**src/rtl/capture_pkg.sv**
```systemverilog
// Shared sizes, beat format and FSM state types for the triggered capture buffer; import where needed
package capture_pkg;

    // Memory address width; the ring holds one full capture window
    localparam int addr_width = 6;
    localparam int buffer_depth = 1 << addr_width;

    // Field widths of one stream beat
    localparam int data_width = 32;
    localparam int dest_width = 4;
    localparam int user_width = 4;

    // One beat as it travels on both streams and through the memory
    typedef struct packed {
        logic [data_width-1:0] data;
        logic [dest_width-1:0] dest;
        logic [user_width-1:0] user;
    } stream_beat_t;

    // Write side: wait for a trigger, fill the rest of the window, hold until played out
    typedef enum logic [1:0] {
        armed        = 2'd0,
        post_trigger = 2'd1,
        full_wait    = 2'd2
    } capture_state_t;

    // Read side: wait for a full window, issue the first read, then stream
    typedef enum logic [1:0] {
        idle   = 2'd0,
        fetch  = 2'd1,
        stream = 2'd2
    } readout_state_t;

endpackage

```
**src/rtl/capture_ctrl.sv**
```systemverilog
// Write side of the capture buffer; accepts input beats, applies the trigger rule and raises full
module capture_ctrl (
    input  logic                               clock,
    input  logic                               rst_n,
    input  logic                               enable,
    input  logic                               trigger,
    input  logic [capture_pkg::addr_width-1:0] trigger_point,
    input  logic                               in_valid,
    input  logic                               readout_done,
    output logic                               in_ready,
    output logic                               wr_en,
    output logic [capture_pkg::addr_width-1:0] wr_addr,
    output logic                               full,
    output logic [capture_pkg::addr_width-1:0] start_addr
);
    import capture_pkg::*;

    capture_state_t        state;
    logic [addr_width-1:0] wr_ptr;
    // Counts beats accepted since arming and saturates so it never wraps below trigger_point
    logic [addr_width-1:0] fill_count;
    // Post-trigger beats still to be accepted
    logic [addr_width:0]   post_count;
    logic [addr_width:0]   post_len;
    logic                  accept;
    logic                  trig_accept;
    logic                  window_close;

    assign full     = (state == full_wait);
    assign in_ready = enable && !full;
    assign accept   = in_valid && in_ready;
    assign wr_en    = accept;
    assign wr_addr  = wr_ptr;

    // Triggers count only once enough history has been recorded since arming
    assign trig_accept = trigger && enable && (state == armed) && (fill_count >= trigger_point);

    // The post-trigger length comes from trigger_point at the trigger edge
    assign post_len = (addr_width + 1)'(buffer_depth) - {1'b0, trigger_point};

    // The window closes on the write of its last post-trigger beat
    assign window_close = accept && ((trig_accept && (post_len == 1)) ||
                                     ((state == post_trigger) && (post_count == 1)));

    always_ff @(posedge clock) begin
        if (!rst_n) begin
            state      <= armed;
            wr_ptr     <= '0;
            fill_count <= '0;
            post_count <= '0;
        end else begin
            if (accept) begin
                wr_ptr <= wr_ptr + 1'b1;
            end

            case (state)
                armed: begin
                    if (window_close) begin
                        state <= full_wait;
                    end else if (trig_accept) begin
                        // A beat taken on the trigger edge is the first post-trigger beat
                        state      <= post_trigger;
                        post_count <= accept ? post_len - 1'b1 : post_len;
                    end else if (accept && (fill_count != '1)) begin
                        fill_count <= fill_count + 1'b1;
                    end
                end
                post_trigger: begin
                    if (window_close) begin
                        state <= full_wait;
                    end
                    if (accept) begin
                        post_count <= post_count - 1'b1;
                    end
                end
                full_wait: begin
                    // Re-arm with a fresh history once playback has finished
                    if (readout_done) begin
                        state      <= armed;
                        fill_count <= '0;
                    end
                end
                default: begin
                    state <= armed;
                end
            endcase
        end
    end

    // After the last write the oldest beat is the one in the next slot of the ring
    always_ff @(posedge clock) begin
        if (window_close) begin
            start_addr <= wr_ptr + 1'b1;
        end
    end

    // While the window is held the write pointer still sits on its oldest beat
    a_no_write_when_full: assert property (
        @(posedge clock) disable iff (!rst_n)
        full |-> (wr_ptr == start_addr)
    ) else $error("capture_ctrl: write while full");

    // A zero trigger point would make the window longer than the memory
    a_trigger_point_valid: assert property (
        @(posedge clock) disable iff (!rst_n)
        trig_accept |-> (trigger_point != '0)
    ) else $error("capture_ctrl: trigger accepted with trigger_point of 0");

endmodule

```
**src/rtl/readout_ctrl.sv**
```systemverilog
// Read side of the capture buffer; plays the stored window out oldest first with back-pressure
module readout_ctrl (
    input  logic                               clock,
    input  logic                               rst_n,
    input  logic                               full,
    input  logic [capture_pkg::addr_width-1:0] start_addr,
    input  capture_pkg::stream_beat_t          rd_beat,
    input  logic                               out_ready,
    output logic [capture_pkg::addr_width-1:0] rd_addr,
    output capture_pkg::stream_beat_t          out_beat,
    output logic                               out_valid,
    output logic                               readout_done
);
    import capture_pkg::*;

    readout_state_t        state;
    logic [addr_width-1:0] rd_ptr;
    logic [addr_width:0]   issue_count;
    logic [addr_width:0]   xfer_count;
    // rd_beat holds a wanted beat this cycle
    logic                  data_valid;
    logic                  skid_valid;
    stream_beat_t          skid_beat;
    logic                  xfer;
    logic                  last_xfer;
    logic                  pipe_empty;
    logic                  issue;

    // Only one beat waits at a time, in the skid entry or on the memory port
    assign out_valid = skid_valid || data_valid;
    assign out_beat  = skid_valid ? skid_beat : rd_beat;
    assign rd_addr   = rd_ptr;

    assign xfer      = out_valid && out_ready;
    assign last_xfer = xfer && (xfer_count == (addr_width + 1)'(buffer_depth - 1));

    // True when no beat is left waiting after this edge, so a new read cannot collide
    assign pipe_empty = xfer || !out_valid;

    // The memory port is overwritten every edge, so a read is only issued into a free slot
    assign issue = (state == fetch) ||
                   ((state == stream) && pipe_empty &&
                    (issue_count != (addr_width + 1)'(buffer_depth)));

    always_ff @(posedge clock) begin
        if (!rst_n) begin
            state        <= idle;
            rd_ptr       <= '0;
            issue_count  <= '0;
            xfer_count   <= '0;
            data_valid   <= 1'b0;
            skid_valid   <= 1'b0;
            readout_done <= 1'b0;
        end else begin
            readout_done <= last_xfer;
            data_valid   <= issue;

            if (issue) begin
                rd_ptr      <= rd_ptr + 1'b1;
                issue_count <= issue_count + 1'b1;
            end

            if (xfer) begin
                xfer_count <= xfer_count + 1'b1;
            end

            // A stalled beat on the memory port moves into the skid entry
            if (skid_valid) begin
                if (xfer) begin
                    skid_valid <= 1'b0;
                end
            end else if (data_valid && !xfer) begin
                skid_valid <= 1'b1;
            end

            case (state)
                idle: begin
                    // full is still high on the cycle of the done pulse
                    if (full && !readout_done) begin
                        state       <= fetch;
                        rd_ptr      <= start_addr;
                        issue_count <= '0;
                        xfer_count  <= '0;
                    end
                end
                fetch: begin
                    state <= stream;
                end
                stream: begin
                    if (last_xfer) begin
                        state <= idle;
                    end
                end
                default: begin
                    state <= idle;
                end
            endcase
        end
    end

    always_ff @(posedge clock) begin
        if (!skid_valid && data_valid && !xfer) begin
            skid_beat <= rd_beat;
        end
    end

    // A beat offered to a stalled sink stays put until it is taken
    a_stable_when_stalled: assert property (
        @(posedge clock) disable iff (!rst_n)
        (out_valid && !out_ready) |=> (out_valid && $stable(out_beat))
    ) else $error("readout_ctrl: out_beat changed under back-pressure");

    // The done pulse follows the final transfer with no beat left to offer
    a_done_after_transfer: assert property (
        @(posedge clock) disable iff (!rst_n)
        readout_done |-> ($past(out_valid && out_ready) && !out_valid)
    ) else $error("readout_ctrl: readout_done without a final transfer");

endmodule

```
**src/rtl/ring_memory.sv**
```systemverilog
// Circular beat storage for the capture buffer; one write port, one registered read port
module ring_memory (
    input  logic                               clock,
    input  logic                               wr_en,
    input  logic [capture_pkg::addr_width-1:0] wr_addr,
    input  capture_pkg::stream_beat_t          wr_beat,
    input  logic [capture_pkg::addr_width-1:0] rd_addr,
    output capture_pkg::stream_beat_t          rd_beat
);
    import capture_pkg::*;

    // One slot per beat of a capture window
    stream_beat_t mem [buffer_depth];

    // Writes land on the edge the input beat is accepted
    always_ff @(posedge clock) begin
        if (wr_en) begin
            mem[wr_addr] <= wr_beat;
        end
    end

    // The read port is always active
    // Data for an address shows up one cycle after it is presented
    always_ff @(posedge clock) begin
        rd_beat <= mem[rd_addr];
    end

endmodule

```
**src/rtl/trigger_buffer.sv**
```systemverilog
// Top level of the triggered capture buffer; chains write control, ring memory and readout
module trigger_buffer (
    input  logic                               clock,
    input  logic                               rst_n,
    input  logic                               enable,
    input  logic                               trigger,
    input  logic [capture_pkg::addr_width-1:0] trigger_point,
    output logic                               full,
    input  capture_pkg::stream_beat_t          in_beat,
    input  logic                               in_valid,
    output logic                               in_ready,
    output capture_pkg::stream_beat_t          out_beat,
    output logic                               out_valid,
    input  logic                               out_ready
);
    import capture_pkg::*;

    logic                  wr_en;
    logic [addr_width-1:0] wr_addr;
    logic [addr_width-1:0] start_addr;
    logic [addr_width-1:0] rd_addr;
    stream_beat_t          rd_beat;
    logic                  readout_done;

    // Accepts input beats and decides when the window is complete
    capture_ctrl i_capture_ctrl (
        .clock         (clock),
        .rst_n         (rst_n),
        .enable        (enable),
        .trigger       (trigger),
        .trigger_point (trigger_point),
        .in_valid      (in_valid),
        .readout_done  (readout_done),
        .in_ready      (in_ready),
        .wr_en         (wr_en),
        .wr_addr       (wr_addr),
        .full          (full),
        .start_addr    (start_addr)
    );

    // Input beats go straight into the ring at the write pointer
    ring_memory i_ring_memory (
        .clock   (clock),
        .wr_en   (wr_en),
        .wr_addr (wr_addr),
        .wr_beat (in_beat),
        .rd_addr (rd_addr),
        .rd_beat (rd_beat)
    );

    // Plays the window out once full is raised, then hands control back
    readout_ctrl i_readout_ctrl (
        .clock        (clock),
        .rst_n        (rst_n),
        .full         (full),
        .start_addr   (start_addr),
        .rd_beat      (rd_beat),
        .out_ready    (out_ready),
        .rd_addr      (rd_addr),
        .out_beat     (out_beat),
        .out_valid    (out_valid),
        .readout_done (readout_done)
    );

endmodule

```
**config.mk**
```make
export PLATFORM = sky130hd
export DESIGN_NAME = trigger_buffer
export DESIGN_NICKNAME = d
export VERILOG_FILES = /design/src/rtl/capture_pkg.sv /design/src/rtl/capture_ctrl.sv /design/src/rtl/readout_ctrl.sv /design/src/rtl/ring_memory.sv /design/src/rtl/trigger_buffer.sv
export SDC_FILE = /design/constraint.sdc
export NUM_CORES = 2
export LEC_CHECK = 0
export BUFFER_PORTS_ARGS = -buffer_cell sky130_fd_sc_hd__buf_2
export CAP_MARGIN = 40
export CORE_ASPECT_RATIO = 0.5
export CORE_MARGIN = 5
export CORE_UTILIZATION = 57
export DETAILED_ROUTE_END_ITERATION = 10
export GPL_ROUTABILITY_DRIVEN = 0
export PLACE_DENSITY = 0.83
export REMOVE_ABC_BUFFERS = 1
export SLEW_MARGIN = 10
export SYNTH_ARGS = -nofsm -noshare
export SYNTH_HDL_FRONTEND = slang
export SYNTH_SLANG_ARGS = --single-unit
```
**constraint.sdc**
```tcl
create_clock -name clock -period 10.85 [get_ports clock]
set_input_delay 1.085 -clock clock [delete_from_list [all_inputs] [get_ports clock]]
set_output_delay 1.085 -clock clock [all_outputs]
set_load 0.01 [all_outputs]
```
==> flow_summary.toml <==
[drt]
drt_first_pass_iters = 6
vias_per_cell = 7.74
drcViolationCount = 0
drt-total-wl_um = 338000
vias = 55700
drt-initial-drc-count = 12800
drtAntennaViolNets = 0
detail_route.wl_per_cell_um = 46.9

[min_path]
hold_depth = 0
holdPathEnd = "i_readout_ctrl.skid_beat[33]$_DFFE_PP_"
min_from = "i_ring_memory.rd_beat[33]$_DFF_P_"
hold_class = "flop to flop"

[worst_setup_path]
slowest_delay_ns = 0.98
path_class = "flop to flop"
critPathTopFamily = "buffers and inverters"
crit_arrival_ns = 5.64
reg2reg_depth = 6
critPathSlowestCell = "dfxtp_4"
path_buf_inv = 2
worst_setup_path_end_kind = "flop"
regToRegSetupSlack_ns = 5.95
startpoint = "i_readout_ctrl.rd_addr[1]$_SDFF_PN0_"
r2r_end = "i_ring_memory.rd_beat[1]$_DFF_P_"
path_max_fanout = 153
cp.required_ns = 11.58
r2r-start = "i_readout_ctrl.rd_addr[1]$_SDFF_PN0_"
startpoint_type = "flop"
crit_chain = "buf_12 > buf_12 > mux4_2 > mux4_2 > a22oi_1 > nand2_1"

[placed_design]
io_buffers = 94
dp_hpwl_um = 158000
pre_cts_ws_ns = 6.20

[clock_network]
cts_tree = "done"
clkSlewWorstSetupHoldPaths_ns = 0.07
clock_latency_ns = 0.90
cts_sinks = 2692
cts_made_buffers = 219
clockRootBuffer = "clkbuf_16"
h-tree-depth = 4
max-clock-path-buffers = 3
post_cts_resized = 0
cts_hold_buffers = 0
post-cts-setup-buffers = 0

[sta]
setup_viol = 0
max_freq_ghz = 0.204
period_share = 0.452
tns_ns = 0
rsz0062_at_grt = "false"
tightest_slew_ns = 1.35
skew_ns = 0.0547
worst_slack_ns = 5.95
timing.final.crit_period_ns = 4.90
slew_violations = 0
max_slew_margin = 0.0995
finalHoldViolCount = 0

[floorplanning]
die_w_um = 610
core_area_mm2 = 0.179
die_area_mm2 = 0.189
rows = 110
initial_core_util = 0.572
die_y_um = 310
boundaryPins = 95

[global_route]
grt_pass1_wl_um = 451000
busiest_layer = "met2"
overflow = 0
grt_use_total = 0.347
antenna_found_initial = 25
grt_max_degree = 154
use_met1 = 0.440
met3_usage = 0.134
use_met2 = 0.521
grt_pass1_vias = 55100

[yosys]
async_flop_share = 0
syn_area_mm2 = 0.103
ys.flop_type = "edfxtp_1"
syn_inst = 4297
ys_warn_count = 0
ys_seq_elements = 2692
yosys.area.top_type_share = 0.763
yosysSeqAreaShare = 0.780
synth_area_leaders = "edfxtp_1 (76%), mux4_2 (17%), dfxtp_1 (1.7%)"
ys_types = 66
synth_top_area_cell = "edfxtp_1"
syn_avg_cell_area_um2 = 23.9
synth_edf_count = 2606

[layout]
nets = 4647
seqCellArea_mm2 = 0.0800
drive_gt1_frac = 0.323
nFillCells = 10100
syn_to_final_growth_pct = 13.1
multi_input_area_mm2 = 0.0220
final_core_util = 0.646

[power]
ir_drop_mv = 0.162
power_mw = 20.3
leakage_nw = 34.8
powerDensity_mw_per_mm2 = 175

[run]
drv_cap = 0

[status]
outcome = "completed"
Yosys cell counts, types with 17 or more instances:
library cell,number
clkbuf_1,121
buf_1,22
mux4_2,786
mux2_2,54
dfxtp_1,86
xor2_1,17
nand2_1,91
nand3_1,23
a21oi_1,33
nor2_1,114
edfxtp_1,2606
a22oi_1,54
nand2b_1,22
buf_2,59
routing by layer:
metal | up-vias | wire [um]
met4 | 10 | 23300
met1 | 27900 | 98500
met2 | 7337 | 154000
met3 | 1496 | 62000
met5 | - | 96
li1 | 19000 | -
worst reg2reg max path, stage by stage, from the launching register on:
cell and delay [ns]:
dfxtp_4 0.98, buf_12 0.68, buf_12 1.18, mux4_2 0.59
mux4_2 0.50, a22oi_1 0.61, nand2_1 0.21
kinds of logic (layout without fill, tap and decap cells):
kind of cell / count (synthesis) / in the layout / synth area share
multiplexers: 844 / 844 / 0.179
AND/OR/NAND/NOR: 313 / 313 / 0.0141
flip-flops: 2692 / 2692 / 0.780
buffers and inverters: 243 / 715 / 0.0110
adder cells (fa/ha/maj): 16 / 16 / 0.00195
XOR/XNOR: 29 / 29 / 0.00248
other: 0 / 18 / 0
AO/OA/AOI/OAI: 160 / 160 / 0.0116
how the worst max path moves through the flow:
| stage | depth (start not counted) | end | slack, ns |
|---|---|---|---|
| final | 6 | i_ring_memory.rd_beat[1]$_DFF_P_ | 5.95 |
| after global routing | 7 | i_ring_memory.rd_beat[24]$_DFF_P_ | 5.79 |
| after CTS | 6 | i_ring_memory.rd_beat[1]$_DFF_P_ | 6.06 |
| after detailed placement | 6 | i_ring_memory.rd_beat[1]$_DFF_P_ | 6.20 |
| after global placement | 6 | i_ring_memory.rd_beat[24]$_DFF_P_ | 6.17 |
| after floorplan | 5 | i_ring_memory.rd_beat[10]$_DFF_P_ | -17.06 |
layout make-up:
class,instances,area share
Sequential cell,2692,0.690
Antenna cell,18,0.000389
Clock buffer,264,0.0497
Tap cell,2408,0.0260
Clock inverter,147,0.0135
Timing Repair Buffer,287,0.0305
Inverter,17,0.000550
Multi-Input combinational cell,1362,0.189
report_power, final:
part           internal (mW)  switching [mW]  total, mW
Combinational         0.0799           0.249      0.329
Clock                   4.44            4.16       8.60
Sequential              11.4          0.0183       11.4
through the flow:
step	cells	instance area [um^2]	hold slack, ns
after detailed placement	6725	108000	0.427
after floorplan	4071	101000	0.404
after CTS	7136	115000	0.442
after global routing	7184	116000	0.459
after global placement	6667	106000	0.414
final	7195	116000	0.449
cell usage in the layout (no fill, tap or decap), types with 9 or more instances in the layout:
master and count:
buf_12 44, clkinv_2 43, nor2_4 65, clkinv_1 50, a22oi_1 54, clkbuf_8 9, bufinv_16 26, buf_16 49
nand3_1 23, mux4_2 786, nor2_1 49, buf_2 94, buf_4 87, diode_2 18, ha_1 16, o2111ai_1 14
buf_8 10, a221o_1 14, nand2b_1 22, edfxtp_1 2606, dfxtp_1 81, xnor2_1 12, clkbuf_1 35, mux2_2 54
clkbuf_16 220, inv_1 16, nand2_1 91, a21oi_1 33, xor2_1 17
registers in the layout, indices dropped and copies added, names as in the netlist:
name,cells
i_ring_memory.mem,2560
i_readout_ctrl.skid_beat,40
i_ring_memory.rd_beat,40
i_capture_ctrl.post_count,7
i_readout_ctrl.issue_count,7
i_readout_ctrl.xfer_count,7
i_capture_ctrl.fill_count,6
i_capture_ctrl.start_addr,6
i_capture_ctrl.wr_addr,6
i_readout_ctrl.rd_addr,6
i_capture_ctrl.state,2
i_readout_ctrl.state,2
i_readout_ctrl.data_valid,1
i_readout_ctrl.readout_done,1
i_readout_ctrl.skid_valid,1
Power figures use the tool's default switching activity.
